$ cat src/hwcnn_pkg.sv
package hwcnn_pkg;

////////////////////////////////////////////////////////////////////////////
// sizes

	localparam int LANES      = 9;              // values per beat, taps per kernel
	localparam int VAL_W      = 8;              // one signed weight or feature value
	localparam int BEAT_W     = LANES * VAL_W;  // memory data width
	localparam int BIAS_W     = 20;
	localparam int ACC_W      = 24;             // accumulator and result
	localparam int SHIFT_W    = 5;
	localparam int BUF_ADDR_W = 8;
	localparam int BUF_DEPTH  = 1 << BUF_ADDR_W;
	localparam int NUM_TGT    = 3;              // weight, bias and feature buffers
	localparam int DDR_ADDR_W = 29;             // beat addresses
	localparam int CMD_W      = 3;
	localparam int CNT_W      = 8;              // a count of 0 means 256
	localparam int INST_W     = 64;
	localparam int PAYLOAD_W  = INST_W - 2;     // everything below the opcode

	localparam logic [CMD_W-1:0] CMD_READ = 3'd1;

////////////////////////////////////////////////////////////////////////////
// instruction format

	typedef enum logic [1:0] {
		OP_NOP  = 2'd0,
		OP_LOAD = 2'd1,
		OP_CONV = 2'd2
	} opcode_e;

	typedef enum logic [1:0] {
		TGT_WEIGHT  = 2'd0,
		TGT_BIAS    = 2'd1,
		TGT_FEATURE = 2'd2
	} target_e;

	typedef struct packed {
		target_e                 target;
		logic [DDR_ADDR_W-1:0]   ddr_addr;
		logic [BUF_ADDR_W-1:0]   buf_addr;
		logic [CNT_W-1:0]        beats;
	} load_cmd_t;

	typedef struct packed {
		logic [BUF_ADDR_W-1:0]   weight_addr;
		logic [BUF_ADDR_W-1:0]   bias_addr;
		logic [BUF_ADDR_W-1:0]   feat_addr;  // first window
		logic [CNT_W-1:0]        count;      // number of windows
		logic [SHIFT_W-1:0]      shift;
	} conv_cmd_t;

	// the opcode picks which of the two readings is meant
	typedef union packed {
		struct packed {
			logic [PAYLOAD_W-$bits(load_cmd_t)-1:0] pad;
			load_cmd_t                              cmd;
		} load;
		struct packed {
			logic [PAYLOAD_W-$bits(conv_cmd_t)-1:0] pad;
			conv_cmd_t                              cmd;
		} conv;
	} inst_payload_u;

	typedef struct packed {
		opcode_e       opcode;
		inst_payload_u payload;
	} inst_t;

	// datapath bundles
	typedef struct packed {
		logic                  en;
		target_e               target;
		logic [BUF_ADDR_W-1:0] addr;
		logic [BEAT_W-1:0]     data;
	} buf_wr_t;

	typedef struct packed {
		logic [BUF_ADDR_W-1:0] weight_addr;
		logic [BUF_ADDR_W-1:0] bias_addr;
		logic [BUF_ADDR_W-1:0] feat_addr;
	} conv_rd_t;

	typedef struct packed {
		logic [BEAT_W-1:0]        weight;   // 3x3 kernel, lane 0 in the low byte
		logic [BEAT_W-1:0]        feature;  // 3x3 window
		logic signed [BIAS_W-1:0] bias;
		logic [SHIFT_W-1:0]       shift;
	} pe_operands_t;

endpackage

$ cat src/pe_core.sv
module pe_core import hwcnn_pkg::*; (
	input  logic             clk,
	input  logic             rst_n,
	input  logic             in_valid,
	input  pe_operands_t     pe_in,
	output logic             result_valid,
	output logic [ACC_W-1:0] result
);

	logic signed [2*VAL_W-1:0] prod [LANES];  // stage 1
	logic signed [BIAS_W-1:0]  bias_s1;
	logic [SHIFT_W-1:0]        shift_s1;
	logic signed [ACC_W-1:0]   sum_c;
	logic signed [ACC_W-1:0]   sum_s2;        // stage 2
	logic [SHIFT_W-1:0]        shift_s2;
	logic                      v1;
	logic                      v2;

////////////////////////////////////////////////////////////////////////////
// valid pipe, one bit per stage

	always_ff @(posedge clk) begin
		if (!rst_n) begin
			v1           <= 1'b0;
			v2           <= 1'b0;
			result_valid <= 1'b0;
		end else begin
			v1           <= in_valid;
			v2           <= v1;
			result_valid <= v2;
		end
	end

	// stage 1: nine signed products
	always_ff @(posedge clk) begin
		for (int i = 0; i < LANES; i++) begin
			prod[i] <= $signed(pe_in.weight[i*VAL_W +: VAL_W])
				* $signed(pe_in.feature[i*VAL_W +: VAL_W]);
		end
		bias_s1  <= pe_in.bias;
		shift_s1 <= pe_in.shift;
	end

	// adder tree plus sign extended bias
	always_comb begin
		sum_c = bias_s1;
		for (int i = 0; i < LANES; i++)
			sum_c = sum_c + prod[i];
	end

	// stage 2 and stage 3
	always_ff @(posedge clk) begin
		sum_s2   <= sum_c;
		shift_s2 <= shift_s1;
		result   <= sum_s2 >>> shift_s2;  // arithmetic shift keeps the sign
	end

endmodule

$ cat config.mk
export PLATFORM = sky130hd
export DESIGN_NAME = pe_core
export DESIGN_NICKNAME = d
export VERILOG_FILES = /design/src/hwcnn_pkg.sv /design/src/pe_core.sv
export SDC_FILE = /design/constraint.sdc
export NUM_CORES = 2
export LEC_CHECK = 0
export ABC_CLOCK_PERIOD_IN_PS = 5300
export BUFFER_PORTS_ARGS = -buffer_cell sky130_fd_sc_hd__clkbuf_2
export CAP_MARGIN = 20
export CELL_PAD_IN_SITES_DETAIL_PLACEMENT = 1
export CELL_PAD_IN_SITES_GLOBAL_PLACEMENT = 1
export CORE_ASPECT_RATIO = 0.6
export CORE_UTILIZATION = 35
export CTS_BUF_LIST = sky130_fd_sc_hd__clkbuf_8
export DETAILED_ROUTE_END_ITERATION = 8
export GPL_ROUTABILITY_DRIVEN = 0
export PLACE_DENSITY = 0.7
export SYNTH_ARGS = -nofsm -noshare
export SYNTH_HDL_FRONTEND = slang
export SYNTH_SLANG_ARGS = --single-unit
$ cat constraint.sdc
create_clock -name clk -period 5.3 [get_ports clk]
set_input_delay 0.795 -clock clk [delete_from_list [all_inputs] [get_ports clk]]
set_output_delay 0.795 -clock clk [all_outputs]
set_load 0.02 [all_outputs]
Word-level counts from Yosys, hierarchy flattened:

Memories as Yosys holds them, arrays and structs flattened.
Index checks and enable logic that the tools add are counted.

* register bits: 81
* bits in latches: 0
* memory bits (writable): 144
* bits in read-only memories: 0
* bits of input ports: 172
* output and inout bits: 25
* word-level logic and storage cells: 28
* memories kept: 1

Memories
* prod: depth 9, width 16, rd ports 9, clocked after Yosys merged registers in 0, wr ports 9, line pe_core.sv:10 `logic signed [2*VAL_W-1:0] prod [LANES];`

* $add $sub $neg: 9
* multipliers: 9
* div/mod/pow operators: 0
* order comparisons: 0
* equal/unequal tests: 0
* shifts and indexed selects: 1
* mux-type cells: 0
* bitwise gates (word level): 0
* reduce and logical (&&, ||, !) cells: 0

Operators with widths (count)
* $mul A8 B8 Y16: 9
* $add A24 B16 Y24: 5
* $add A23 B16 Y24: 1
* $sshr A24 B5 Y24: 1
* $add A22 B16 Y23: 1
* $add A21 B16 Y22: 1
* $add A20 B16 Y21: 1

Depth between registers and ports, before layout:

* depth in word-level cells: 9
* gate-level depth with buffers: 17
* depth with buffers taken out: 17

Worst setup path before layout:

No wires, ideal clock.

* path kind: register -> register
* start point: mem prod[3][31] in the netlist's numbering
* end point: reg sum_s2[23]
* setup time: 79 ps
* arrival: 4616 ps
* required time: 5221 ps
* setup slack: 605 ps
* stages on the path, launching flop included: 17
* buffers on the path: 1
* period minus slack after synthesis: 4695 ps
* cells stage by stage: dfxtp_1 > fa_1 > inv_1 > fa_1 > inv_1 > fa_1 > inv_1 > fa_1 > fa_1 > inv_1 > ha_1 > clkbuf_1 > a21o_1 > a2111oi_1 > and3_1 > o21ai_0 > o211ai_1

RTL lines
* start, declared: line pe_core.sv:10
* end signal, assigned: line pe_core.sv:53 `sum_s2 <= sum_c;`
* end, declared: line pe_core.sv:14 `logic signed [ACC_W-1:0] sum_s2;`

==> summary.txt <==
Placed design
  – Detailed placement HPWL: ~74 mm
  – Port bufs: around 200
  – Dpl cells: approximately 4,700
  – Setup slack at placement: a little over 0.08 ns

Global routing
  – First-pass GRT wire length: between 100 and 150 mm
  – Number of global-route vias before repair: ~25,000
  – GRT overflow: 0
  – All-Layer GR Usage: between 10% and 20%
  – Largest net degree at the start of global routing: 28
  – Antenna violations before repair: 12

Run
  – Max_cap viols: 0

Cells and area
  – Ratio of cells with drive above 1 in the final layout: under 10%
  – Area delta synth->final: 10.2%
  – Finished Core Util: roughly two fifths
  – Most frequent cells in the layout: 799 x inv_1, 647 x fa_1, 343 x and2_1
  – # fillers: about 11,000
  – Non-Filler Instances: roughly 4,800
  – Commonest non-fill, non-tap cell in the layout: inv_1
  – # nets final: between 4,000 and 5,000

Setup path
  – CP arrival: roughly 5.6 ns
  – CP required: ~5.8 ns
  – CP Launch Type: register
  – CP Capture Type: register
  – CP Class: reg -> reg
  – CP max FO: 7
  – R2R Setup Slk: around 0.18 ns

Die
  – Full die area: 94,800 um^2
  – Die W: between 300 and 400 um
  – I/O pin total: approximately 200
  – DIE HEIGHT: between 200 and 250 um
  – Row count: 86
  – Initial Util: between 30 and 40%
  – Total core area: about 90,000 um^2

Routing
  – Initial DRT Pass Iterations: 7
  – Via density: 4.64
  – DRC: 14
  – Antenna-violating nets left: 0
  – Via count: 22,321
  – Routed wire length: around 84 mm
  – WL/cell: around 17 um
  – DR iter-0 viols: between 1,000 and 1,500

Synth
  – Dominant cell type by area after synthesis: fa_1
  – Synthesized net count: between 4,000 and 5,000
  – EDFF count, synth: 0
  – Synth Flop Type: dfxtp_1
  – Area share of the largest cell type after synthesis: about two fifths
  – Cells after Synth: ~3,300
  – Sequential share of the synthesized area: between 10 and 15%
  – Ys Warns: 0
  – Yosys reg bits: about 230
  – Post-Syn Area: between 30,000 and 40,000 um^2
  – Post-synthesis cell type count: 70
  – Ranking of synthesized cells by area: fa_1 40%, dfxtp_1 14%, ha_1 11%, inv_1 9.1%, and2_1 6.6%
  – Async SR Flop Fraction: 0%
  – Mean Syn Cell Area: approximately 9.8 um^2

Worst hold path
  – Worst hold path class: in -> reg

Timing
  – Final Hold Viols: 0
  – Max Freq: about 200 MHz
  – Unrepaired setup endpoints after global routing: false
  – Endpoints failing setup: 0
  – Final Slew Violations: 0
  – Worst setup slack after layout: 0.183 ns
  – Slew @ Worst Pin: ~0.73 ns
  – Slew HR: 51.1%
  – Period minus WS final: about 5.1 ns
  – Fin Clk Skew: roughly 0.043 ns
  – Setup_tns: 0 ns
  – Fin crit share: between 90% and 100%

Run status
  – Status: finished, violations left
  – Failing checks: design-rule violations

Clocking
  – Htree depth: 2
  – Root Driver: clkbuf_8
  – Clk_lat worst skew: 0.61 ns
  – Setup repair bufs after CTS: 0
  – TritonCTS clock tree: done
  – CTS Sinks: about 230
  – Worst-case clock buffer depth: 3
  – CTS clk-pin slew, worst paths: 0.07 ns
  – CTS buffer count: 38
[path summary, 6_finish.rpt]
check / from / end / cells after the start
hold / removal: pe_in[0] / shift_s1[0] / 1
setup reg to reg: prod[3][31] / sum_s2[22] / 14
setup / recovery: prod[3][31] / sum_s2[22] / 14
hold reg to reg: shift_s1[0] / shift_s2[0] / 0
[cell families (layout without fill, tap and decap cells)]
group	count (synthesis)	count (layout)	share of synthesized area, %
fa+ha+maj	935	935	50.6
simple gates	868	868	14.0
buf+inv	825	1070	9.57
compound gates	263	263	5.45
flops	225	225	13.8
xor+xnor	160	160	4.28
mux	49	49	2.37
other cells	0	4	0
[worst max-delay path: stages (launching register included)]
cell and delay (ns):
dfxtp_1 0.34, fa_1 0.90, fa_1 0.60, fa_1 0.49, fa_1 0.50, inv_1 0.07, fa_1 0.50, inv_1 0.05
ha_1 0.38, a21oi_1 0.24, nor2_1 0.09, a211oi_2 0.30, o211ai_1 0.12, a41oi_1 0.23, xnor2_1 0.19
[state kept, by name (all words and copies together), names as in the netlist]
signal	flops
bias_s1	20
prod	144
result	24
result_valid	1
shift_s1	5
shift_s2	5
sum_s2	24
v1	1
v2	1
[cell usage after synthesis, types with 4 or more instances]
library cell  number
nor3_1            36
nand4_1            7
a21oi_1           62
or2_2              5
ha_1             288
o311ai_1           4
nor2_1            78
nand2_1          240
inv_1            793
a311oi_1          10
nand2b_1          73
o21a_1            21
a2111oi_0          5
a21o_1            22
nor2b_1           24
nand3b_1           6
and3_1            13
dfxtp_1          225
clkbuf_1          19
a31oi_1           10
o21ai_1            7
a211oi_1          19
xnor2_1          134
mux4_2            20
o211ai_1          13
mux2i_1           12
mux2_2            13
a211o_1            9
o21ai_0           46
nand3_1           21
or3_1             14
fa_1             647
buf_2              4
and2_1           343
xor2_1            26
[area by class of cell]
class                           instances  area [um^2]  area share [%]
Multi-Input combinational cell       2275        25100            69.6
Sequential cell                       225         4500            12.5
Inverter                              797         2990            8.29
Tap cell                             1232         1540            4.27
Timing Repair Buffer                  206         1060            2.93
Clock buffer                           48          661            1.83
Clock inverter                         19          185           0.513
Antenna cell                            4         10.0          0.0278
[through the flow]
stage	cell area [um^2]	hold WS [ns]
2_1_floorplan	32700	0.310
3_3_place_gp	35200	0.315
3_5_place_dp	35200	0.314
4_1_cts	36000	0.251
5_1_grt	36100	0.265
6_report	36100	0.310
[what timing repair did]
action                     in CTS  in global routing
resized for setup               0                  3
hold buffers                    0                  0
setup endpoints to repair       0                  2
[routing by layer]
layer	share of wire, %	track usage [%]	vias to the layer above
met2	43	28.1	348
met5	0.015	0	-
met3	4.2	2.49	65
li1	-	-	10552
met4	1.4	2.96	2
met1	51	28.6	11354
Power is left out: the tool's default activity adds up to more than one toggle a clock period on the data nets, which glitch-free logic cannot reach.
