===== src/hwcnn_pkg.sv =====
package hwcnn_pkg;

////////////////////////////////////////////////////////////////////////////
// sizes

	localparam int LANES      = 9;              // values per beat, taps per kernel
	localparam int VAL_W      = 8;              // one signed weight or feature value
	localparam int BEAT_W     = LANES * VAL_W;  // memory data width
	localparam int BIAS_W     = 20;
	localparam int ACC_W      = 24;             // accumulator and result
	localparam int SHIFT_W    = 5;
	localparam int BUF_ADDR_W = 8;
	localparam int BUF_DEPTH  = 1 << BUF_ADDR_W;
	localparam int NUM_TGT    = 3;              // weight, bias and feature buffers
	localparam int DDR_ADDR_W = 29;             // beat addresses
	localparam int CMD_W      = 3;
	localparam int CNT_W      = 8;              // a count of 0 means 256
	localparam int INST_W     = 64;
	localparam int PAYLOAD_W  = INST_W - 2;     // everything below the opcode

	localparam logic [CMD_W-1:0] CMD_READ = 3'd1;

////////////////////////////////////////////////////////////////////////////
// instruction format

	typedef enum logic [1:0] {
		OP_NOP  = 2'd0,
		OP_LOAD = 2'd1,
		OP_CONV = 2'd2
	} opcode_e;

	typedef enum logic [1:0] {
		TGT_WEIGHT  = 2'd0,
		TGT_BIAS    = 2'd1,
		TGT_FEATURE = 2'd2
	} target_e;

	typedef struct packed {
		target_e                 target;
		logic [DDR_ADDR_W-1:0]   ddr_addr;
		logic [BUF_ADDR_W-1:0]   buf_addr;
		logic [CNT_W-1:0]        beats;
	} load_cmd_t;

	typedef struct packed {
		logic [BUF_ADDR_W-1:0]   weight_addr;
		logic [BUF_ADDR_W-1:0]   bias_addr;
		logic [BUF_ADDR_W-1:0]   feat_addr;  // first window
		logic [CNT_W-1:0]        count;      // number of windows
		logic [SHIFT_W-1:0]      shift;
	} conv_cmd_t;

	// the opcode picks which of the two readings is meant
	typedef union packed {
		struct packed {
			logic [PAYLOAD_W-$bits(load_cmd_t)-1:0] pad;
			load_cmd_t                              cmd;
		} load;
		struct packed {
			logic [PAYLOAD_W-$bits(conv_cmd_t)-1:0] pad;
			conv_cmd_t                              cmd;
		} conv;
	} inst_payload_u;

	typedef struct packed {
		opcode_e       opcode;
		inst_payload_u payload;
	} inst_t;

	// datapath bundles
	typedef struct packed {
		logic                  en;
		target_e               target;
		logic [BUF_ADDR_W-1:0] addr;
		logic [BEAT_W-1:0]     data;
	} buf_wr_t;

	typedef struct packed {
		logic [BUF_ADDR_W-1:0] weight_addr;
		logic [BUF_ADDR_W-1:0] bias_addr;
		logic [BUF_ADDR_W-1:0] feat_addr;
	} conv_rd_t;

	typedef struct packed {
		logic [BEAT_W-1:0]        weight;   // 3x3 kernel, lane 0 in the low byte
		logic [BEAT_W-1:0]        feature;  // 3x3 window
		logic signed [BIAS_W-1:0] bias;
		logic [SHIFT_W-1:0]       shift;
	} pe_operands_t;

endpackage


===== src/ddr_reader.sv =====
module ddr_reader import hwcnn_pkg::*; (
	input  logic                  clk,
	input  logic                  rst_n,
	input  logic                  load_start,
	input  load_cmd_t             load_cmd,
	output logic                  load_done,
	input  logic                  init_calib_complete,
	input  logic                  app_rdy,
	input  logic                  app_rd_data_valid,
	input  logic [BEAT_W-1:0]     app_rd_data,
	output logic [CMD_W-1:0]      app_cmd,
	output logic [DDR_ADDR_W-1:0] app_addr,
	output logic                  app_en,
	output buf_wr_t               buf_wr
);

	target_e               target_r;
	logic [BUF_ADDR_W-1:0] buf_base;
	logic [CNT_W-1:0]      last_idx;  // beats - 1, a count of 0 wraps to 255
	logic [CNT_W-1:0]      cmd_cnt;   // commands accepted so far
	logic [CNT_W-1:0]      ret_cnt;   // beats returned so far
	logic                  cmd_busy;
	logic                  ret_busy;
	logic                  cmd_accept;
	logic                  beat_in;

	assign app_cmd    = CMD_READ;  // read only
	assign cmd_accept = app_en && app_rdy;
	assign beat_in    = app_rd_data_valid && ret_busy;

////////////////////////////////////////////////////////////////////////////
// command and return counters

	always_ff @(posedge clk) begin
		if (!rst_n) begin
			app_en    <= 1'b0;
			cmd_busy  <= 1'b0;
			ret_busy  <= 1'b0;
			load_done <= 1'b0;
			cmd_cnt   <= '0;
			ret_cnt   <= '0;
		end else begin
			load_done <= 1'b0;
			if (load_start) begin
				cmd_busy <= 1'b1;
				ret_busy <= 1'b1;
				cmd_cnt  <= '0;
				ret_cnt  <= '0;
			end else begin
				// app_en stays up until the controller takes the command
				if (cmd_accept) begin
					cmd_cnt <= cmd_cnt + 1'b1;
					if (cmd_cnt == last_idx) begin
						app_en   <= 1'b0;
						cmd_busy <= 1'b0;
					end
				end else if (cmd_busy && init_calib_complete) begin
					app_en <= 1'b1;
				end
				if (beat_in) begin
					ret_cnt <= ret_cnt + 1'b1;
					if (ret_cnt == last_idx) begin
						ret_busy  <= 1'b0;
						load_done <= 1'b1;  // the cycle after the last write
					end
				end
			end
		end
	end

	always_ff @(posedge clk) begin
		if (load_start) begin
			target_r <= load_cmd.target;
			buf_base <= load_cmd.buf_addr;
			last_idx <= load_cmd.beats - 1'b1;
			app_addr <= load_cmd.ddr_addr;
		end else if (cmd_accept) begin
			app_addr <= app_addr + 1'b1;  // next beat
		end
	end

	// returned beats go straight into the buffer
	always_comb begin
		buf_wr.en     = beat_in;
		buf_wr.target = target_r;
		buf_wr.addr   = buf_base + ret_cnt;
		buf_wr.data   = app_rd_data;
	end

endmodule


===== config.mk =====
export PLATFORM = sky130hd
export DESIGN_NAME = ddr_reader
export DESIGN_NICKNAME = d
export VERILOG_FILES = /design/src/hwcnn_pkg.sv /design/src/ddr_reader.sv
export SDC_FILE = /design/constraint.sdc
export NUM_CORES = 1
export LEC_CHECK = 0
export BUFFER_PORTS_ARGS = -buffer_cell sky130_fd_sc_hd__buf_2
export CORE_MARGIN = 2
export CORE_UTILIZATION = 49
export CTS_CLUSTER_DIAMETER = 100
export DETAILED_ROUTE_END_ITERATION = 8
export MAX_ROUTING_LAYER = met4
export PLACE_DENSITY = 0.87
export SLEW_MARGIN = 20
export SYNTH_ARGS = -nofsm -noshare
export SYNTH_HDL_FRONTEND = slang
export SYNTH_SLANG_ARGS = --single-unit
export TNS_END_PERCENT = 5

===== constraint.sdc =====
create_clock -name clk -period 5.3 [get_ports clk]
set_clock_uncertainty 0.05 [all_clocks]
set_input_delay 0 -clock clk [delete_from_list [all_inputs] [get_ports clk]]
set_output_delay 0 -clock clk [all_outputs]
set_load 0.005 [all_outputs]

==> results of run 1 <==
stage by stage:
stage / hold WS, ns / util, % / cells
after floorplan: 0.0308 / - / 460
after global placement: -0.0500 / 50.1 / 574
after detailed placement: -0.0500 / 50.1 / 574
synth_stat cells, drive strengths merged (3+ instances only):
cell type	n
or4	11
o31ai	7
edfxtp	47
nand4	16
a31oi	13
inv	17
nand2	34
o211ai	3
xor2	25
o21a	3
nand3b	3
ha	11
nor3	11
nor2	32
o21ai	21
dfxtp	20
a21oi	6
and3	7
nor4	7
xnor2	27
nand3	20
or3	5
buf	78
clkbuf	11
cells by family after synthesis:
| group | count (synthesis) | share of synthesized area [%] |
|---|---|---|
| AO/OA/AOI/OAI | 61 | 8.82 |
| XOR/XNOR | 52 | 10.5 |
| adder cells (fa/ha/maj) | 12 | 3.63 |
| buffers and inverters | 107 | 16.1 |
| AND/OR/NAND/NOR | 156 | 18.5 |
| multiplexers | 2 | 0.490 |
| other | 2 | 0.173 |
| flip-flops | 67 | 41.7 |
==> results.py, run 1 <==
metrics = {
    "cts": {
        "clk_path_buf_depth": 2,
        "cts_max_level": 3,
        "cts.repair.resized": 0,
        "numClockSinks": 67,
        "cts-buffers-inserted": 9,
        "cts_root_buffer": "clkbuf_8",
        "cts_setup_buffers": 0,
        "ctsHoldBuffers": 119,
    },
    "yosys": {
        "syn_area_sq_um": 4340,
        "synth_area_leaders": "edfxtp_1 (33%), buf_4 (13%), dfxtp_1 (9.2%), xnor2_1 (5.4%), xor2_1 (5.0%)",
        "synthDistinctLibCells": 46,
        "avgSynthCellArea_sq_um": 9.46,
        "async_flop_share_pct": 0,
        "yosysTopAreaCell": "edfxtp_1",
        "synth-seq-cells": 67,
        "synth.top_cell.area_share_pct": 32.5,
        "yosysWarnings": 0,
        "ys_seq_area_share_pct": 41.7,
        "postSynthCellCount": 459,
        "synth-main-ff-cell": "edfxtp_1",
        "synth_edf_count": 47,
    },
    "floorplan": {
        "die_h_microns": 98.1,
        "ios": 242,
        "die_x_microns": 98.1,
        "fp-row-count": 34,
        "start_util_pct": 50.3,
    },
    "run_status": {
        "error": "[ERROR RSZ-0060] Max buffer count reached.",
        "haltStage": "clock tree synthesis (4_1_cts)",
        "status": "aborted with a tool error",
    },
    "place": {
        "place_ws_ns": 2.93,
        "port_buffers": 94,
        "gp_congestion": 0.873,
        "place_area_sq_um": 4330,
        "hpwlAfterDp_microns": 7230,
    },
}
==> run 2: changes to the inputs <==
--- a/config.mk
+++ b/config.mk
@@ -7,11 +7,9 @@
 export LEC_CHECK = 0
 export BUFFER_PORTS_ARGS = -buffer_cell sky130_fd_sc_hd__buf_2
 export CORE_MARGIN = 2
-export CORE_UTILIZATION = 49
-export CTS_CLUSTER_DIAMETER = 100
+export CORE_UTILIZATION = 40
 export DETAILED_ROUTE_END_ITERATION = 8
-export MAX_ROUTING_LAYER = met4
-export PLACE_DENSITY = 0.87
+export PLACE_DENSITY_LB_ADDON = 0.15
 export SLEW_MARGIN = 20
 export SYNTH_ARGS = -nofsm -noshare
 export SYNTH_HDL_FRONTEND = slang
==> run 2 against run 1 <==
The run now ends clean. Synthesized cell count did not move. Synthesized area unchanged.
==> results.py, run 2 <==
metrics = {
    "run_status": {
        "status": "finished, final reports clean",
    },
    "min_path": {
        "hold_start": "load_cmd[44]",
        "hp-class": "in -> reg",
        "hold_end": "app_addr[28]",
        "hold_depth": 3,
    },
    "cts": {
        "numClockSinks": 67,
        "cts_max_level": 3,
        "cts_tree": "done",
        "cts-buffers-inserted": 9,
        "cts.repair.resized": 0,
        "clkLatencyLatePin_ns": 0.34,
        "clk_pin_slew_ns": 0.08,
        "cts_root_buffer": "clkbuf_8",
        "clk_path_buf_depth": 2,
    },
    "yosys": {
        "synth_xor_area_share_pct": 10.5,
        "synth_area_leaders": "edfxtp_1 (33%), buf_4 (13%), dfxtp_1 (9.2%), xnor2_1 (5.4%), xor2_1 (5.0%)",
        "async_flop_share_pct": 0,
        "synth-compound-area-share_pct": 8.82,
        "yosysWarnings": 0,
        "yosys-top-cells-count": "buf_4 (77), edfxtp_1 (47), nand2_1 (34)",
        "synth.top_cell.area_share_pct": 32.5,
        "synth-seq-cells": 67,
        "synth.most_common_cell": "buf_4",
        "avgSynthCellArea_sq_um": 9.46,
        "synth-simple-area-share_pct": 18.5,
        "synthDistinctLibCells": 46,
        "synth_top_family_by_area": "simple AND/OR/NAND/NOR gates",
        "synthAdderAreaFrac_pct": 3.63,
        "postSynthCellCount": 459,
        "ys_seq_area_share_pct": 41.7,
        "synth-main-ff-cell": "edfxtp_1",
        "yosysTopAreaCell": "edfxtp_1",
        "synth_mux_area_share_pct": 0.490,
        "syn_area_sq_um": 4340,
        "synth_edf_count": 47,
    },
    "place": {
        "hpwlAfterDp_microns": 7000,
        "place_inst": 606,
        "gp_congestion": 0.774,
        "place_ws_ns": 2.93,
        "port_buffers": 94,
    },
    "sta": {
        "fmax_ghz": 0.422,
        "period_needed_ns": 2.37,
        "whs_ns": 0.0400,
        "relSlewSlack_pct": 48.0,
        "setup-tns-final_ns": 0,
        "setup_viol": 0,
        "hold_violations": 0,
        "tightest_slew_ns": 0.775,
        "fin_crit_sh_pct": 44.7,
        "rsz0062_at_grt": "no",
        "layout_setup_ws_ns": 2.93,
        "drv_slew": 0,
    },
    "grt": {
        "grt-busiest-layer": "met2",
        "grtUsageMet3_pct": 5.12,
        "grt_antenna_before_repair": 0,
        "grt_usage_pct": 17.8,
        "grt_max_degree": 59,
        "use_met1_pct": 21.8,
        "grt_first_pass_wirelength_microns": 16300,
        "grt_pass1_vias": 3428,
        "overflow": 0,
        "gr-usage-met2_pct": 30.2,
    },
    "setup_path": {
        "crit_type": "reg -> reg",
        "setup.worst_path.end_class": "register",
        "reg2reg_depth": 4,
        "r2r-end": "app_addr[26]",
        "critPathMaxFanout": 16,
        "r2r_start": "app_addr[15]",
        "cp_data_arrival_time_ns": 2.49,
        "required_ns": 5.42,
        "r2r_slack_ns": 2.93,
        "cp-start-kind": "register",
    },
    "cells_and_area": {
        "nNetsFinal": 734,
        "stdcell_count": 742,
        "most-common-layout-cells": "dlygate4sd3_1 (120), buf_2 (94), edfxtp_1 (47), nand2_1 (34), nor2_1 (32)",
        "n_antenna_cell": 0,
        "area_delta_synth_final_pct": 31.7,
        "largest_reg_flops": 29,
        "layout_commonest_cell": "dlygate4sd3_1",
        "regMostFlops": "app_addr",
        "drive_gt1_share_pct": 18.1,
    },
    "floorplan": {
        "die_area_sq_um": 11700,
        "die_x_microns": 108,
        "fp-row-count": 38,
        "core_sq_um": 10700,
        "ios": 242,
        "start_util_pct": 40.6,
        "die_h_microns": 108,
    },
    "routing": {
        "dr.pass1.iters": 6,
        "viasPerCell": 5.05,
        "drt_iter0_drc": 124,
        "ant_nets": 0,
        "wire_per_inst_microns": 14.7,
        "drc": 0,
        "wirelength_microns": 10900,
        "num_vias": 3746,
    },
    "power": {
        "power_density_nw_per_um2": 212,
        "leakage_nw": 2.24,
        "irDropWorstVdd_mv": 0.126,
        "total_power_mw": 1.21,
    },
    "run": {
        "maxCapViolCount": 0,
    },
}
run 2: cell counts after synthesis:
No cell type changed its count.
run 2: kinds of logic after synthesis:
logic type | count (synthesis)
and+or+nand+nor | 156
buffers and inverters | 107
DFF | 67
AOI/OAI and AO/OA | 61
xor gates and xnor gates | 52
adders and majority gates | 12
other | 2
muxes | 2
run 2: per-layer routing:
metal / vias to the layer above / part of all wire [%] / routed length (microns)
li1: 1834 / - / -
met1: 1736 / 42 / 4540
met2: 161 / 50 / 5430
met3: 15 / 6.9 / 751
met4: 0 / 1.8 / 192
met5: - / 0 / 0
run 2: worst max-delay path: stages (launching register included):
cell	delay [ns]
edfxtp_1	0.47
nand4_1	0.17
or4_1	0.77
or4_1	0.58
a31oi_1	0.17
run 2: repair_timing:
action,4_1_cts,5_1_grt
endpoints found under the hold margin,120,0
buffers inserted,0,0
hold buffers,120,0
run 2: stage by stage:
stage          instance area (sq um)  util [%]
2_1_floorplan                   4340         -
3_3_place_gp                    4370      40.8
3_5_place_dp                    4370      40.8
4_1_cts                         5720      53.5
5_1_grt                         5720      53.5
6_report                        5720      53.5
run 2: power breakdown:
part           leakage, nW  internal, mW  total, mW  switching, mW
Clock               0.0773         0.163      0.350          0.186
Combinational         1.54         0.128      0.224         0.0966
Sequential           0.623         0.601      0.639         0.0379
run 2: area by class of cell:
cell class,instances,area [sq um]
Tap cell,140,175
Fill cell,993,4980
Multi-Input combinational cell,286,1830
Timing Repair Buffer,215,1680
Inverter,18,67.6
Clock inverter,5,20.0
Clock buffer,11,131
Sequential cell,67,1810
run 2: worst max path at each step:
stage	from	to	slack, ns	depth (start not counted)
2_1_floorplan	app_addr[0]	app_addr[28]	3.17	6
3_3_place_gp	app_addr[15]	app_addr[25]	2.97	4
3_5_place_dp	app_addr[15]	app_addr[26]	2.93	4
4_1_cts	app_addr[15]	app_addr[26]	2.92	4
5_1_grt	app_addr[15]	app_addr[26]	2.77	4
6_report	app_addr[15]	app_addr[26]	2.93	4
No activity file was read; power rests on OpenSTA's default activity.
