[src/hwcnn_pkg.sv]
package hwcnn_pkg;

////////////////////////////////////////////////////////////////////////////
// sizes

	localparam int LANES      = 9;              // values per beat, taps per kernel
	localparam int VAL_W      = 8;              // one signed weight or feature value
	localparam int BEAT_W     = LANES * VAL_W;  // memory data width
	localparam int BIAS_W     = 20;
	localparam int ACC_W      = 24;             // accumulator and result
	localparam int SHIFT_W    = 5;
	localparam int BUF_ADDR_W = 8;
	localparam int BUF_DEPTH  = 1 << BUF_ADDR_W;
	localparam int NUM_TGT    = 3;              // weight, bias and feature buffers
	localparam int DDR_ADDR_W = 29;             // beat addresses
	localparam int CMD_W      = 3;
	localparam int CNT_W      = 8;              // a count of 0 means 256
	localparam int INST_W     = 64;
	localparam int PAYLOAD_W  = INST_W - 2;     // everything below the opcode

	localparam logic [CMD_W-1:0] CMD_READ = 3'd1;

////////////////////////////////////////////////////////////////////////////
// instruction format

	typedef enum logic [1:0] {
		OP_NOP  = 2'd0,
		OP_LOAD = 2'd1,
		OP_CONV = 2'd2
	} opcode_e;

	typedef enum logic [1:0] {
		TGT_WEIGHT  = 2'd0,
		TGT_BIAS    = 2'd1,
		TGT_FEATURE = 2'd2
	} target_e;

	typedef struct packed {
		target_e                 target;
		logic [DDR_ADDR_W-1:0]   ddr_addr;
		logic [BUF_ADDR_W-1:0]   buf_addr;
		logic [CNT_W-1:0]        beats;
	} load_cmd_t;

	typedef struct packed {
		logic [BUF_ADDR_W-1:0]   weight_addr;
		logic [BUF_ADDR_W-1:0]   bias_addr;
		logic [BUF_ADDR_W-1:0]   feat_addr;  // first window
		logic [CNT_W-1:0]        count;      // number of windows
		logic [SHIFT_W-1:0]      shift;
	} conv_cmd_t;

	// the opcode picks which of the two readings is meant
	typedef union packed {
		struct packed {
			logic [PAYLOAD_W-$bits(load_cmd_t)-1:0] pad;
			load_cmd_t                              cmd;
		} load;
		struct packed {
			logic [PAYLOAD_W-$bits(conv_cmd_t)-1:0] pad;
			conv_cmd_t                              cmd;
		} conv;
	} inst_payload_u;

	typedef struct packed {
		opcode_e       opcode;
		inst_payload_u payload;
	} inst_t;

	// datapath bundles
	typedef struct packed {
		logic                  en;
		target_e               target;
		logic [BUF_ADDR_W-1:0] addr;
		logic [BEAT_W-1:0]     data;
	} buf_wr_t;

	typedef struct packed {
		logic [BUF_ADDR_W-1:0] weight_addr;
		logic [BUF_ADDR_W-1:0] bias_addr;
		logic [BUF_ADDR_W-1:0] feat_addr;
	} conv_rd_t;

	typedef struct packed {
		logic [BEAT_W-1:0]        weight;   // 3x3 kernel, lane 0 in the low byte
		logic [BEAT_W-1:0]        feature;  // 3x3 window
		logic signed [BIAS_W-1:0] bias;
		logic [SHIFT_W-1:0]       shift;
	} pe_operands_t;

endpackage

[src/conv_seq.sv]
module conv_seq import hwcnn_pkg::*; (
	input  logic               clk,
	input  logic               rst_n,
	input  logic               conv_start,
	input  conv_cmd_t          conv_cmd,
	output logic               rd_en,
	output conv_rd_t           rd,
	output logic [SHIFT_W-1:0] shift,
	input  logic               result_valid,
	output logic               conv_done
);

	logic [CNT_W-1:0] issue_left;  // reads still to go after this one
	logic [CNT_W-1:0] last_idx;
	logic [CNT_W-1:0] res_cnt;
	logic             busy;

	always_ff @(posedge clk) begin
		if (!rst_n) begin
			rd_en      <= 1'b0;
			busy       <= 1'b0;
			conv_done  <= 1'b0;
			issue_left <= '0;
			res_cnt    <= '0;
		end else begin
			conv_done <= 1'b0;
			if (conv_start) begin
				rd_en      <= 1'b1;
				busy       <= 1'b1;
				issue_left <= conv_cmd.count - 1'b1;
				res_cnt    <= '0;
			end else begin
				if (rd_en) begin
					if (issue_left == '0)
						rd_en <= 1'b0;
					else
						issue_left <= issue_left - 1'b1;
				end
				// done waits for the pipeline to drain
				if (result_valid && busy) begin
					res_cnt <= res_cnt + 1'b1;
					if (res_cnt == last_idx) begin
						busy      <= 1'b0;
						conv_done <= 1'b1;
					end
				end
			end
		end
	end

	always_ff @(posedge clk) begin
		if (conv_start) begin
			rd.weight_addr <= conv_cmd.weight_addr;
			rd.bias_addr   <= conv_cmd.bias_addr;
			rd.feat_addr   <= conv_cmd.feat_addr;
			shift          <= conv_cmd.shift;  // held for the whole run
			last_idx       <= conv_cmd.count - 1'b1;
		end else if (rd_en) begin
			rd.feat_addr <= rd.feat_addr + 1'b1;  // one window per cycle
		end
	end

endmodule

[config.mk]
export PLATFORM = sky130hd
export DESIGN_NAME = conv_seq
export DESIGN_NICKNAME = d
export VERILOG_FILES = /design/src/hwcnn_pkg.sv /design/src/conv_seq.sv
export SDC_FILE = /design/constraint.sdc
export NUM_CORES = 1
export LEC_CHECK = 0
export BUFFER_PORTS_ARGS = -buffer_cell sky130_fd_sc_hd__buf_4
export CAP_MARGIN = 30
export CORE_MARGIN = 4
export CORE_UTILIZATION = 30
export CTS_CLUSTER_SIZE = 40
export DETAILED_ROUTE_END_ITERATION = 16
export GPL_TIMING_DRIVEN = 0
export MAX_ROUTING_LAYER = met4
export PLACE_DENSITY = 0.49
export SYNTH_ARGS = -nofsm -noshare
export SYNTH_HDL_FRONTEND = slang
export SYNTH_SLANG_ARGS = --single-unit
export TNS_END_PERCENT = 20
[constraint.sdc]
create_clock -name clk -period 1.79 [get_ports clk]
set_input_delay 0.0895 -clock clk [delete_from_list [all_inputs] [get_ports clk]]
set_output_delay 0.0895 -clock clk [all_outputs]
set_load 0.005 [all_outputs]
### Word level (Yosys, flattened, before mapping)

Cells that the tools add are included.

* add/subtract/negate cells: 4
* equality and inequality tests: 2
* muxes and demuxes: 12
* bitwise operators: 2
* reductions and logical operators: 9

Operators with widths (number)
* $mux W8: 5
* $add A8 B1 Y8 const B: 2
* $sub A8 B1 Y8 const B: 2
* $eq A8 B8 Y1: 1
* $logic_not A8 Y1: 1
* $mux W1: 7
* $reduce_bool A2 Y1: 3
* $reduce_and A2 Y1: 2
* $reduce_or A3 Y1: 1
* $ne A2 B2 Y1 const B: 1
* $not A1 Y1: 2
* $reduce_or A2 Y1: 1
* $logic_and A1 B1 Y1: 1

* flip-flop bits (word level): 56
* bits of input ports: 41
* output and inout bits: 31
* logic and storage cells: 39

### Longest topological paths before layout

* depth after elaboration: 4
* mapped depth: 6
* mapped depth without buffers: 6

### Worst setup path after synthesis

No wires, ideal clock.

* path type: reg2reg
* from: reg issue_left[0]
* to: reg issue_left[7]
* setup time: 117 ps
* arrival time: 1536 ps
* data required time: 1673 ps
* setup slack: 137 ps
* cell stages (with the launch flop): 5
* buffers on the path: 0
* clock period less this slack: 1653 ps
* cell sequence: dfxtp_1 or4b_2 nor4_1 xor2_1 a32o_1

* cells in the longest elaborated chain, start to end: 4
* elaborated cells between the ends (all ways): 7
* classes of those cells: add/sub: 1; eq/ne: 1; mux: 3; reduce/logical: 2

RTL lines
* from (decl): line conv_seq.sv:13 `logic [CNT_W-1:0] issue_left;`
* from (signal assigned): line conv_seq.sv:30 `issue_left <= conv_cmd.count - 1'b1;`
* from (signal assigned): line conv_seq.sv:37 `issue_left <= issue_left - 1'b1;`
* $sub A8 B1 Y8: line conv_seq.sv:37
* $mux W8: line conv_seq.sv:34 `if (issue_left == '0)`
* $mux W8: line conv_seq.sv:33 `if (rd_en) begin`
* $mux W8: line conv_seq.sv:27 `if (conv_start) begin`

Parallel ways exist; a longest one is shown, timed or not. The select of a mux whose other input is x is not followed.
A chain may end at the register's enable or synchronous reset.

### Final worst setup path

Same ends and word-level chain as after synthesis.

==> results by group <==
Routing
  • Number of vias after detailed routing: between 1,500 and 2,000
  • Antenna-violating nets left: 0
  • TritonRoute pass-1 iters: 4
  • DRC violation total after the first TritonRoute iteration: 18
  • Routed wire length: 5.22 mm
  • # DRC: 0
  • Via/cell ratio: 4.53
  • WL per Instance: about 13 um

Placement
  • DP Wirelength: ~3.8 mm
  • Input/output buffers: between 70 and 80
  • Post-placement cell area: roughly 3000 um^2
  • Placer Congestion: approximately 0.72

Timing
  • Final clock skew: just under 0.005 ns
  • Max-slew violation total from the final report: 0
  • Final critical delay including setup and external delays: approximately 1.7 ns
  • Transition time at the pin with the least slew margin: ~0.52 ns
  • Total of endpoints with negative setup slack in the final report: 0
  • Maximum operating frequency: around 0.58 GHz
  • Post-route fraction of the period consumed by the critical path: 0.957
  • RSZ-0062 raised after global routing: true
  • Setup TNS after final layout: 0 ns
  • Final Hold Viols: 0
  • Remaining max-slew budget at the tightest pin: 0.656

Floorplanning
  • Std-Cell Rows: 32
  • Die outline area: ~9600 um^2
  • Placeable Area: around 7800 um^2
  • Ports: slightly above 70
  • Die Span Y: between 90 and 100 um
  • Overall die width: approximately 98 um
  • Initial Utilization: 0.312

Synth
  • Avg Synthesized Cell Area: 12.2 um^2
  • Area share of the largest cell type after synthesis: 0.459
  • Net count after synthesis: roughly 240
  • Post-synthesis cell count: 199
  • Asr flop ratio synth: 0
  • Synth area leader: sky130_fd_sc_hd__edfxtp_1
  • Commonest cells in the netlist: sky130_fd_sc_hd__edfxtp_1, sky130_fd_sc_hd__dfxtp_1, sky130_fd_sc_hd__xor2_1
  • Most used standard cell by instance count after synthesis: sky130_fd_sc_hd__edfxtp_1
  • Seq/Total Area, Yosys: 0.616
  • Number of synthesized flops with an enable pin: 37
  • Prevailing post-synth register cell: sky130_fd_sc_hd__edfxtp_1
  • Count of yosys warnings during synthesis: 0
  • Count of distinct cell types in the synthesized netlist: 39
  • Summed instance area of the synthesized netlist: 2420 um^2
  • Top area cells in the synthesized netlist: sky130_fd_sc_hd__edfxtp_1, sky130_fd_sc_hd__dfxtp_1, sky130_fd_sc_hd__xor2_1
  • Count of state elements after synthesis: 56

Hold path
  • Path class of the lowest-slack min-delay path: input port to flip-flop
  • Min-Delay Startpoint: conv_cmd[18]
  • Count of cells along the worst hold path: 3
  • Worst-case hold path end point: rd[5]

GRT
  • Total GRT Usage: 0.110
  • Number of global-route vias before repair: 1,742
  • First-pass GRT wire length: 8.30 mm
  • Initial antenna violation count: 0
  • Remaining global-route overflow: 0
  • Largest net degree at the start of global routing: 31

Job
  • Maximum capacitance violations: 0

Setup path
  • Critical path type: flip-flop to flip-flop
  • Start of the worst register-to-register path: issue_left[0]
  • Endpoint of the lowest-slack register-to-register path: issue_left[7]
  • Data required time of the critical path: about 2.0 ns
  • Endpoint arrival time on the critical path: between 1.5 and 2 ns
  • Critical Path Sink Type: flip-flop
  • Slowest cell delay on critical path: approximately 0.74 ns
  • Register-to-Register Setup Slack: just under 0.08 ns
  • Cell depth of the worst flop-to-flop path: 4
  • Sequence of cells on the critical path: or4b_2 > nor4_2 > xor2_1 > a32o_1
  • Library cell contributing the largest single delay on the critical path: sky130_fd_sc_hd__or4b_2
  • Highest net fanout along the worst path: 4
  • Kind of start point of the critical path: flip-flop

Final layout
  • Fin util: 0.438
  • Number of nets at the end of the flow: between 300 and 400
  • Area growth from synthesis to layout: 40.7%
  • Diodes inserted: 0
  • Fraction of layout cells with a size suffix above 1: 0.299
  • Post-route cell area: about 3400 um^2

Power
  • Static Leakage: around 1.4 nW
  • Share of total power consumed by net switching: 0.226
  • Reg power frac: 0.558
  • Peak supply drop: approximately 380 uV
  • PwrDens: approximately 820 nW/um^2
  • Combinational cell fraction of total power: 0.154
  • Sw Pwr: roughly 0.00063 W
  • Relative contribution of the clock network to total power: 0.288
  • Cell-internal power: ~0.0022 W

Clocking
  • Number of levels in the clock H-tree: 2
  • Clock slew at the register clock pins of the worst setup and hold paths: ~0.090 ns
  • Number of clock buffers inserted by TritonCTS: 5
  • CTS tree: done
  • Insertion delay to the later sink of the worst-skew pair: ~0.30 ns
  • Clock Root Buffer: sky130_fd_sc_hd__clkbuf_8
  • Number of buffers between clock root and the deepest sink: 2
  • CTS sink cnt: between 50 and 60
  • Setup fix buffers added after clock tree synthesis: 0

Run status
  • Result of the run: finished, final reports clean
[sequential cells by signal (all words and copies together) (netlist names)]
register / flops
busy: 1
conv_done: 1
issue_left: 8
last_idx: 8
rd: 24
rd_en: 1
res_cnt: 8
shift: 5
[layer usage]
metal	wire length, um	GRT usage
met5	0	-
met1	2350	0.132
met3	326	0.0279
met2	2490	0.181
met4	57	0.0351
[timing repair]
action                     4_1_cts  5_1_grt
hold buffers                    21        0
setup endpoints to repair        0       12
hold endpoints to repair        21        0
resized for setup                0        4
[worst max path at each step]
stage	start	endpoint	slack (ns)	cells after the start
final	issue_left[0]	issue_left[7]	0.08	4
after global routing	issue_left[0]	issue_left[1]	0.001	6
after CTS	rd_en	issue_left[7]	0.009	4
after detailed placement	conv_start	conv_done	-0.26	6
after global placement	conv_start	conv_done	-0.27	6
after floorplan	issue_left[0]	issue_left[7]	0.14	4
[power groups by stage]
stage	Clock, W	Sequential, W	Combinational (W)
after floorplan	0	0.00158	0.000169
after global placement	0	0.00158	0.000395
after detailed placement	0	0.00159	0.000397
after CTS	0.000836	0.00156	0.000436
after global routing	0.000897	0.00157	0.000478
final	0.000802	0.00156	0.000430
[area by class of cell]
class / instances / area [um^2]
buffer: 5 / 18.8
clock inverter: 2 / 35.0
inverter: 6 / 26.3
fill: 753 / 4360
clock buffer: 6 / 72.6
timing repair buffer: 92 / 743
tap: 102 / 128
multi-input combinational: 131 / 890
sequential: 56 / 1490
[layout by cell type, fill, tap and decap left out, types with 2 or more instances in the layout]
cell,synthesis,layout
sky130_fd_sc_hd__and2_1,2,2
sky130_fd_sc_hd__ha_1,4,4
sky130_fd_sc_hd__mux2i_1,2,2
sky130_fd_sc_hd__o21ai_0,14,14
sky130_fd_sc_hd__edfxtp_1,37,37
sky130_fd_sc_hd__xor2_1,19,19
sky130_fd_sc_hd__nand4_1,3,3
sky130_fd_sc_hd__clkbuf_1,6,6
sky130_fd_sc_hd__o211a_1,4,4
sky130_fd_sc_hd__or3_1,3,3
sky130_fd_sc_hd__inv_1,5,5
sky130_fd_sc_hd__nor2_1,13,13
sky130_fd_sc_hd__and3_1,3,3
sky130_fd_sc_hd__or2_2,2,2
sky130_fd_sc_hd__xnor2_1,7,7
sky130_fd_sc_hd__dfxtp_1,19,18
sky130_fd_sc_hd__or4_4,2,2
sky130_fd_sc_hd__dlygate4sd3_1,0,21
sky130_fd_sc_hd__nand3_1,7,7
sky130_fd_sc_hd__nor4_1,3,2
sky130_fd_sc_hd__a21oi_1,4,4
sky130_fd_sc_hd__nor3_1,5,5
sky130_fd_sc_hd__clkbuf_8,0,5
sky130_fd_sc_hd__buf_4,0,71
sky130_fd_sc_hd__nand2_1,17,17
[cell families (layout without fill, tap and decap cells)]
logic type | Yosys count | after routing | synth area share
and+or+nand+nor | 65 | 65 | 0.143
DFF | 56 | 56 | 0.616
xor gates and xnor gates | 27 | 27 | 0.101
AOI/OAI and AO/OA | 32 | 32 | 0.0879
buffers and inverters | 12 | 111 | 0.0186
muxes | 3 | 3 | 0.0129
adders and majority gates | 4 | 4 | 0.0207
[critical path, delay by kind of cell (launching register included)]
kind	cells	cell delay (ns)
AO/OA/AOI/OAI	1	0.21
XOR/XNOR	1	0.10
flip-flops	1	0.34
AND/OR/NAND/NOR	2	0.95
[through the flow]
stage                     std cells  total power [W]  hold slack [ns]  setup WS (ns)
after floorplan                 199          0.00175            0.188          0.137
after global placement          372          0.00198            0.268         -0.271
after detailed placement        372          0.00198            0.269         -0.263
after CTS                       401          0.00283           0.0599        0.00922
after global routing            400          0.00295           0.0529        0.00147
final                           400          0.00279           0.0732         0.0777
Power figures use the tool's default switching activity.
