===== config.mk =====
export PLATFORM = sky130hd
export DESIGN_NAME = inst_ctrl
export DESIGN_NICKNAME = d
export VERILOG_FILES = /design/src/hwcnn_pkg.sv /design/src/inst_ctrl.sv
export SDC_FILE = /design/constraint.sdc
export NUM_CORES = 1
export LEC_CHECK = 0
export ABC_AREA = 0
export BUFFER_PORTS_ARGS = -buffer_cell sky130_fd_sc_hd__buf_2
export CORE_MARGIN = 4
export CORE_UTILIZATION = 25
export CTS_CLUSTER_SIZE = 24
export DETAILED_ROUTE_END_ITERATION = 8
export GPL_ROUTABILITY_DRIVEN = 0
export PLACE_DENSITY_LB_ADDON = 0.15
export SLEW_MARGIN = 20
export SYNTH_ARGS = -nofsm -noshare
export SYNTH_HDL_FRONTEND = slang
export SYNTH_SLANG_ARGS = --single-unit

===== constraint.sdc =====
create_clock -name clk -period 2.5 [get_ports clk]
set_input_delay 0.125 -clock clk [delete_from_list [all_inputs] [get_ports clk]]
set_output_delay 0.125 -clock clk [all_outputs]
set_load 0.1 [all_outputs]

===== src/hwcnn_pkg.sv =====
package hwcnn_pkg;

////////////////////////////////////////////////////////////////////////////
// sizes

	localparam int LANES      = 9;              // values per beat, taps per kernel
	localparam int VAL_W      = 8;              // one signed weight or feature value
	localparam int BEAT_W     = LANES * VAL_W;  // memory data width
	localparam int BIAS_W     = 20;
	localparam int ACC_W      = 24;             // accumulator and result
	localparam int SHIFT_W    = 5;
	localparam int BUF_ADDR_W = 8;
	localparam int BUF_DEPTH  = 1 << BUF_ADDR_W;
	localparam int NUM_TGT    = 3;              // weight, bias and feature buffers
	localparam int DDR_ADDR_W = 29;             // beat addresses
	localparam int CMD_W      = 3;
	localparam int CNT_W      = 8;              // a count of 0 means 256
	localparam int INST_W     = 64;
	localparam int PAYLOAD_W  = INST_W - 2;     // everything below the opcode

	localparam logic [CMD_W-1:0] CMD_READ = 3'd1;

////////////////////////////////////////////////////////////////////////////
// instruction format

	typedef enum logic [1:0] {
		OP_NOP  = 2'd0,
		OP_LOAD = 2'd1,
		OP_CONV = 2'd2
	} opcode_e;

	typedef enum logic [1:0] {
		TGT_WEIGHT  = 2'd0,
		TGT_BIAS    = 2'd1,
		TGT_FEATURE = 2'd2
	} target_e;

	typedef struct packed {
		target_e                 target;
		logic [DDR_ADDR_W-1:0]   ddr_addr;
		logic [BUF_ADDR_W-1:0]   buf_addr;
		logic [CNT_W-1:0]        beats;
	} load_cmd_t;

	typedef struct packed {
		logic [BUF_ADDR_W-1:0]   weight_addr;
		logic [BUF_ADDR_W-1:0]   bias_addr;
		logic [BUF_ADDR_W-1:0]   feat_addr;  // first window
		logic [CNT_W-1:0]        count;      // number of windows
		logic [SHIFT_W-1:0]      shift;
	} conv_cmd_t;

	// the opcode picks which of the two readings is meant
	typedef union packed {
		struct packed {
			logic [PAYLOAD_W-$bits(load_cmd_t)-1:0] pad;
			load_cmd_t                              cmd;
		} load;
		struct packed {
			logic [PAYLOAD_W-$bits(conv_cmd_t)-1:0] pad;
			conv_cmd_t                              cmd;
		} conv;
	} inst_payload_u;

	typedef struct packed {
		opcode_e       opcode;
		inst_payload_u payload;
	} inst_t;

	// datapath bundles
	typedef struct packed {
		logic                  en;
		target_e               target;
		logic [BUF_ADDR_W-1:0] addr;
		logic [BEAT_W-1:0]     data;
	} buf_wr_t;

	typedef struct packed {
		logic [BUF_ADDR_W-1:0] weight_addr;
		logic [BUF_ADDR_W-1:0] bias_addr;
		logic [BUF_ADDR_W-1:0] feat_addr;
	} conv_rd_t;

	typedef struct packed {
		logic [BEAT_W-1:0]        weight;   // 3x3 kernel, lane 0 in the low byte
		logic [BEAT_W-1:0]        feature;  // 3x3 window
		logic signed [BIAS_W-1:0] bias;
		logic [SHIFT_W-1:0]       shift;
	} pe_operands_t;

endpackage


===== src/inst_ctrl.sv =====
module inst_ctrl import hwcnn_pkg::*; (
	input  logic              clk,
	input  logic              rst_n,
	input  logic [INST_W-1:0] instruct,
	input  logic              inst_empty,
	output logic              inst_req,
	output logic              load_start,
	output load_cmd_t         load_cmd,
	input  logic              load_done,
	output logic              conv_start,
	output conv_cmd_t         conv_cmd,
	input  logic              conv_done
);

	typedef enum logic [1:0] {
		S_IDLE,
		S_FETCH,
		S_DECODE,
		S_WAIT
	} state_e;

	state_e state;
	inst_t  inst;
	logic   wait_load;  // selects which done pulse ends the wait

	assign inst = inst_t'(instruct);

	// fetch / decode FSM
	always_ff @(posedge clk) begin
		if (!rst_n) begin
			state      <= S_IDLE;
			inst_req   <= 1'b0;
			load_start <= 1'b0;
			conv_start <= 1'b0;
			wait_load  <= 1'b0;
		end else begin
			inst_req   <= 1'b0;
			load_start <= 1'b0;
			conv_start <= 1'b0;
			case (state)
				S_IDLE: begin
					if (!inst_empty) begin
						inst_req <= 1'b1;  // one pop
						state    <= S_FETCH;
					end
				end
				S_FETCH: state <= S_DECODE;  // fifo output moves on this edge
				S_DECODE: begin
					case (inst.opcode)
						OP_LOAD: begin
							load_start <= 1'b1;
							wait_load  <= 1'b1;
							state      <= S_WAIT;
						end
						OP_CONV: begin
							conv_start <= 1'b1;
							wait_load  <= 1'b0;
							state      <= S_WAIT;
						end
						default: state <= S_IDLE;  // nop is dropped
					endcase
				end
				S_WAIT: begin
					if (wait_load ? load_done : conv_done)
						state <= S_IDLE;
				end
				default: state <= S_IDLE;
			endcase
		end
	end

	// command registers, loaded with the start pulse
	always_ff @(posedge clk) begin
		if (state == S_DECODE && inst.opcode == OP_LOAD)
			load_cmd <= inst.payload.load.cmd;
		if (state == S_DECODE && inst.opcode == OP_CONV)
			conv_cmd <= inst.payload.conv.cmd;
	end

endmodule


Word level (Yosys, flattened, before mapping)
Index checks and enable logic that the tools add are counted.

operators by class
  equal/unequal tests = 7
  multiplexer cells = 9
  reductions and logical operators = 9

operator list
  kind                                                  number
  case mux 2 bit (4 select lines)                       1
  AND reduction 2 bit                                   4
  equality test 2 bit (second input constant)           3
  2-to-1 mux 2 bit                                      3
  equality test 2 x 1 -> 1 bit (second input constant)  2
  2-to-1 mux 1 bit                                      4
  != test 2 bit (second input constant)                 2
  logical AND 1 bit                                     2
  logical NOT 2 bit                                     1
  case mux 1 bit (2 select lines)                       1
  nonzero test 2 bit                                    1
  OR reduction 2 bit                                    1

word-level totals
  register bits = 90
  input port bits = 69
  output and inout port bits = 87
  logic and storage cells = 39

Logic depth before layout (Yosys ltp)
Gate-level depths: netlist of the first run.

  depth after elaboration = 4
  gate-level depth with buffers = 4
  depth with buffers taken out = 4

Least setup slack after synthesis of the first run
OpenSTA, ideal clock, no wires.

  path kind = flip-flop to flip-flop
  from = register state[1]
  to = register load_cmd[0] (netlist name), enable pin
  setup time = 0.409 ns
  data arrival time = 1.723 ns
  required time = 2.091 ns
  setup slack = 0.368 ns
  stages on the path, launching flop included = 3
  path buffers = 0
  clock period less this slack = 2.132 ns
  cell sequence = dfxtp_1 nor2b_2 and2_1

between the ends
  word-level cells in the longest chain between the ends = 2

RTL lines
  item                    RTL line         source
  from (decl)             inst_ctrl.sv:22  state_e state;
  from (signal assigned)  inst_ctrl.sv:31  state <= S_IDLE;
  from (signal assigned)  inst_ctrl.sv:44  state <= S_FETCH;
  from (signal assigned)  inst_ctrl.sv:47  S_FETCH: state <= S_DECODE;
  equality test 2 bit     inst_ctrl.sv:74  if (state == S_DECODE && inst.opcode == OP_LOAD)
  logical AND 1 bit       inst_ctrl.sv:74
  to (signal assigned)    inst_ctrl.sv:75  load_cmd <= inst.payload.load.cmd;
  to (decl)               inst_ctrl.sv:8   output load_cmd_t load_cmd,

Every way passes these cells.
A chain may end at the register's enable or synchronous reset.

Worst setup path after layout of the first run
  from = register state[1]
  to = register conv_cmd[13] (netlist name), enable pin

between the ends
  word-level cells in the longest chain between the ends = 2

RTL lines
  item                  RTL line         source
  equality test 2 bit   inst_ctrl.sv:76  if (state == S_DECODE && inst.opcode == OP_CONV)
  logical AND 1 bit     inst_ctrl.sv:76
  to (signal assigned)  inst_ctrl.sv:77  conv_cmd <= inst.payload.conv.cmd;
  to (decl)             inst_ctrl.sv:11  output conv_cmd_t conv_cmd,

Every way passes these cells.

==> results of run 1 <==
## through the flow
step           utilization, %  hold slack (ns)  power (mW)  cells
6_report                 41.0           0.0110        3.22    458
5_1_grt                  41.0          0.00538        3.35    458
3_3_place_gp             34.2            0.302        1.96    395
3_5_place_dp             34.2            0.305        1.96    395
2_1_floorplan               -            0.202        1.88    112
4_1_cts                  41.0         0.000243        3.27    458
## area by class of cell
cell class	instances	area, um2
clock buffers	10	229
well taps	140	175
multi-input cells	20	174
flip-flops and latches	90	2640
fillers	1041	6450
clock inverters	6	50.0
inverters	2	7.51
repair buffers	190	1210
## worst max-delay path, stage by stage, from the launching register on
cell and delay [ns]:
dfxtp_1 0.44, nor2b_2 0.22, and2_2 0.53, buf_12 0.24
## timing repair
| item | CTS | global route |
|---|---|---|
| endpoints found under the setup margin | 0 | 0 |
| endpoints found under the hold margin | 83 | 0 |
| hold buffers | 47 | 0 |
## path summary, 6_finish.rpt
check	to	depth (start not counted)
setup / recovery	conv_cmd[13]	3
hold / removal	conv_cmd[0]	1
setup reg to reg	conv_cmd[13]	3
hold reg to reg	wait_load	2
## logic make-up (layout without fill, tap and decap cells)
family | Yosys count | count (layout) | share of synthesized area [%]
AO/OA/AOI/OAI | 2 | 2 | 0.931
multiplexers | 3 | 3 | 1.24
AND/OR/NAND/NOR | 13 | 13 | 3.02
buffers and inverters | 2 | 208 | 0.266
adder cells (fa/ha/maj) | 2 | 2 | 0.887
flip-flops | 90 | 90 | 93.7
## cells in the final DEF (no fill, tap or decap)
cell,n
dlygate4sd3_1,47
clkinvlp_4,1
inv_6,2
o221a_1,1
clkbuf_16,9
edfxtp_1,84
nand2b_1,2
clkbuf_1,1
clkinv_2,1
dfxtp_1,6
nor3_1,1
nor2b_1,1
nand2_1,2
mux2i_1,2
mux2_4,1
nor3b_2,1
buf_2,140
buf_12,1
and3_2,1
clkinv_4,1
and2_2,2
inv_8,1
and3_1,2
buf_4,2
inv_1,2
nor2b_2,1
o2bb2ai_2,1
ha_1,2
## metal layers
layer  GRT usage, %  wire length [um]  share of wire [%]  vias up
li1               -                 -                  -      845
met4           2.85                32               0.51        0
met3           3.54               588                9.4        4
met1           11.1              2710                 43      805
met5              0                 0                  0        -
met2           15.5              2940                 47       88
## power groups by stage
stage                     combinational, mW  sequential [mW]  clock [mW]
after floorplan                      0.0257             1.86           0
after global placement                0.242             1.72           0
after detailed placement              0.244             1.72           0
after CTS                             0.302             1.68        1.29
after global routing                  0.316             1.68        1.35
final                                 0.298             1.68        1.24
## state kept, by name, summed over array words and instances (netlist names)
signal      flops
conv_start      1
state           2
wait_load       1
inst_req        1
load_start      1
conv_cmd       37
load_cmd       47
==> results.toml, run 1 <==
[run_status]
status = "finished, final reports clean"

[layout]
stdcell_area_um2 = 4480
drive_gt1_share_pct = 51.9
nets = 384
area_growth_pct = 58.9
n_antenna_cell = 0

[timing]
max_freq_ghz = 0.581
worst_slack_ns = 0.778
setup_tns_ns = 0
rsz0062_at_grt = "false"
worstMarginPinSlew_ns = 0.559
setup-violations-final = 0
finalHoldViolCount = 0
min_period_over_period_pct = 68.9
finalClockSkew_ns = 0.00798
report.final.slew_viol_count = 0
period_needed_ns = 1.72
relSlewSlack_pct = 62.7

[synth]
synth_nets = 183
synth_area_per_cell_um2 = 25.2
ys_ff_latch = 90
ys_seq_area_share_pct = 93.7
synth_cell_types = 17
synth_top_area_share_pct = 89.4
synthTopCellsByArea = "edfxtp_1, dfxtp_1, ha_1"
yosys_warnings = 0
syn_area_um2 = 2820
async_reset_ff_share_pct = 0
synth_ff_type = "edfxtp_1"
synthMostInstantiatedCell = "edfxtp_1"
yosys.area.top_type = "edfxtp_1"
synth_cells = 112
synth_edf_count = 84
synth_commonest_cells = "edfxtp_1, dfxtp_1"

[setup_path]
cp-start-kind = "register"
timing.rr.start = "state[1]"
r2r_setup_slack_ns = 0.78
crit_required_ns = 2.53
cp-startpoint = "state[1]"
end_kind = "register"
setup.worst_path.class = "reg -> reg"
worstPathMaxFanout = 20
crit_arrival_ns = 1.76

[power_and_ir_drop]
clkPwrFrac_pct = 38.4
powerDensity_nw_per_um2 = 718
seqPwrFrac_pct = 52.3
p_leak_nw = 1.80
sw_frac_of_total_pct = 23.4
p_int_mw = 2.46
p_comb_share_pct = 9.3
vdd_ir_drop_max_mv = 0.271
p_sw_uw = 754

[run]
drv_cap = 0

[clock_tree]
clk_latency_ns = 0.32
root_buffer = "clkbuf_16"
cts_sinks = 90
clock_path_buffers = 2
clk_pin_slew_worst_paths_ns = 0.07
cts_tree = "yes"
cts_inserted_buffers = 9
htreeDepth = 3
post-cts-setup-buffers = 0
cts_resized = 0

[global_route]
grt_pass1_wl_um = 9230
grt_max_degree = 25
grt_use_total_pct = 9.26
antenna_found_initial = 0
overflow = 0
first_global_vias = 1807

[hold_path]
hold_path_class = "in -> reg"
hp-start = "instruct[0]"

[detailed_routing]
via_per_inst = 3.80
drc = 0
totalWireLength_um = 6270
wl_per_cell_um = 13.7
drt_pass1_iterations = 4
drtIter0Drc = 70
vias = 1742
antenna_left = 0

[floorplan]
die_h_um = 114
die_area_um2 = 13000
num_rows = 38
initial_core_util_pct = 25.8
io_pins = 156
fp.dieW_um = 114
core_area_um2 = 10900

[placement]
hpwl_um = 4550
placed_area_um2 = 3730
buffer_ports.inserted = 140
place_ws_ns = 0.741
Power figures use the tool's default switching activity.
==> run 2, diff against run 1 <==
ABC_AREA = 1   (was 0)
clock period = 1.45 ns   (was 2.5 ns; I/O delays follow)
==> run 2 against run 1 <==
- wire length is 2.5% lower
- non-clock buffer count rose by 3
- worst hold slack improved by 0.059 ns
- synthesized cell count grew 13%
- cell count rose by 3.9%
- critical endpoint is now load_cmd[16]
- highest routed layer unchanged
==> results.toml, run 2 <==
[run_status]
status = "finished, final reports clean"

[placement]
placed_cells = 411
place_ws_ns = 0.213
buffer_ports.inserted = 140
placed_area_um2 = 3770
hpwl_um = 4410

[detailed_routing]
wl_per_cell_um = 12.8
vias = 1813
totalWireLength_um = 6120
antenna_left = 0
drc = 0
drt_pass1_iterations = 4
via_per_inst = 3.81
drtIter0Drc = 51

[synth]
synthMuxAreaShare_pct = 0
synth_cells = 127
synthXorXnorAreaFrac_pct = 0
synth_top_area_share_pct = 89.8
synth_ff_type = "edfxtp_1"
ys_ff_latch = 90
yosys_warnings = 0
synth_simple_gate_area_share_pct = 3.38
ys_seq_area_share_pct = 94.0
synth_top_family_by_area = "simple AND/OR/NAND/NOR gates"
synth_edf_count = 84
synthMostInstantiatedCell = "edfxtp_1"
syn_area_um2 = 2810
synth_nets = 198
synthTopCellsByArea = "edfxtp_1, dfxtp_1, inv_1"
synth_commonest_cells = "edfxtp_1, inv_1, nand2_1"
synth_compound_area_share_pct = 0.356
yosys.area_share.adder_pct = 0.890
async_reset_ff_share_pct = 0
synth_cell_types = 10
yosys.area.top_type = "edfxtp_1"
synth_area_per_cell_um2 = 22.1

[global_route]
grt_use_total_pct = 9.40
grt_pass1_wl_um = 9320
grt_max_degree = 33
antenna_found_initial = 0
overflow = 0
first_global_vias = 1875

[clock_tree]
clk_latency_ns = 0.33
htreeDepth = 3
cts_resized = 0
clock_path_buffers = 2
root_buffer = "clkbuf_16"
clk_pin_slew_worst_paths_ns = 0.06
post-cts-setup-buffers = 0
ctsHoldBuffers = 49
cts_inserted_buffers = 9
cts_tree = "yes"
cts_sinks = 90

[layout]
n_antenna_cell = 0
final_cell_mix = "buf_2, edfxtp_1, dlygate4sd3_1"
max_flop_register = "load_cmd"
largest_reg_flops = 47
drive_gt1_share_pct = 48.8
fin_util_pct = 41.8
stdcell_count = 476
largestRegisters = "load_cmd: 47 flops, conv_cmd: 37 flops, state: 2 flops"
nFillCells = 999
nets = 402
final_common_cell = "buf_2"
stdcell_area_um2 = 4570
area_growth_pct = 62.8

[timing]
max_freq_ghz = 0.820
worstMarginPinSlew_ns = 0.502
min_period_over_period_pct = 84.2
rsz0062_at_grt = "false"
relSlewSlack_pct = 66.8
setup-violations-final = 0
report.final.slew_viol_count = 0
finalHoldViolCount = 0
worst_slack_ns = 0.230
finalClockSkew_ns = 0.00447
period_needed_ns = 1.22

[power_and_ir_drop]
p_total_mw = 6.00
powerDensity_nw_per_um2 = 1310
vdd_ir_drop_max_mv = 0.603
p_leak_nw = 1.86

[setup_path]
cp-startpoint = "state[0]"
timing.rr.start = "state[0]"
worstPathMaxFanout = 15
crit_required_ns = 1.46
worst-r2r-cell-count = 4
end_kind = "register"
setup.worst_path.class = "reg -> reg"
cp-start-kind = "register"
crit_arrival_ns = 1.23

[hold_path]
hold_path_class = "in -> reg"
min_path_cells = 4
hp-start = "load_done"

[floorplan]
fp.dieW_um = 114
die_h_um = 114
num_rows = 38
io_pins = 156
core_area_um2 = 10900
die_area_um2 = 13000
initial_core_util_pct = 25.7

[run]
drv_cap = 0
==> run 2: cell types whose count changed after synthesis, moves of 3 or more <==
cell     previous run  this run
inv_1               2        10
nand2_1             2        10
nor2_1              0         7
nand3_1             0         3
==> run 2: kinds of logic (layout without fill, tap and decap cells) <==
group	Yosys count	after routing
buf+inv	10	219
fa+ha+maj	2	2
compound gates	2	2
simple gates	23	23
flops	90	90
==> run 2: cell type report <==
cell class	count	area [um2]	share of cell area, %
Clock buffer	9	225	4.92
Sequential cell	90	2650	57.8
Multi-Input combinational cell	27	153	3.34
Timing Repair Buffer	193	1250	27.2
Tap cell	140	175	3.83
Clock inverter	7	92.6	2.02
Inverter	10	37.5	0.821
==> run 2: through the flow <==
| step | hold slack [ns] | setup TNS, ns |
|---|---|---|
| 4_1_cts | 0.0528 | 0 |
| 6_report | 0.0705 | 0 |
| 2_1_floorplan | 0.150 | -6.87 |
| 3_3_place_gp | 0.249 | 0 |
| 5_1_grt | 0.0802 | 0 |
| 3_5_place_dp | 0.251 | 0 |
==> run 2: final timing paths <==
check / slack, ns / end
hold reg to reg: 0.48 / inst_req
setup reg to reg: 0.23 / load_cmd[16]
hold / removal: 0.07 / state[0]
setup / recovery: 0.23 / load_cmd[16]
==> run 2: routing by layer <==
metal,wire [um],up-vias,track usage [%],part of all wire [%]
met5,0,-,0,0
li1,-,882,-,-
met3,601,7,3.82,9.8
met1,2470,834,10.7,40
met2,2970,90,15.8,49
met4,76,0,3.56,1.2
==> run 2: power by group <==
group          total [mW]  leakage, nW  internal (mW)  switching, mW
sequential           2.93        0.808           2.91         0.0228
clock                2.40        0.151           1.50          0.899
combinational       0.668        0.899          0.198          0.471
total                6.00         1.86           4.61           1.39
==> run 2: worst max-delay path, stage by stage (launching register included) <==
cell	delay (ns)
dfxtp_2	0.34
inv_2	0.08
nand2_4	0.08
nor2_4	0.14
buf_4	0.26
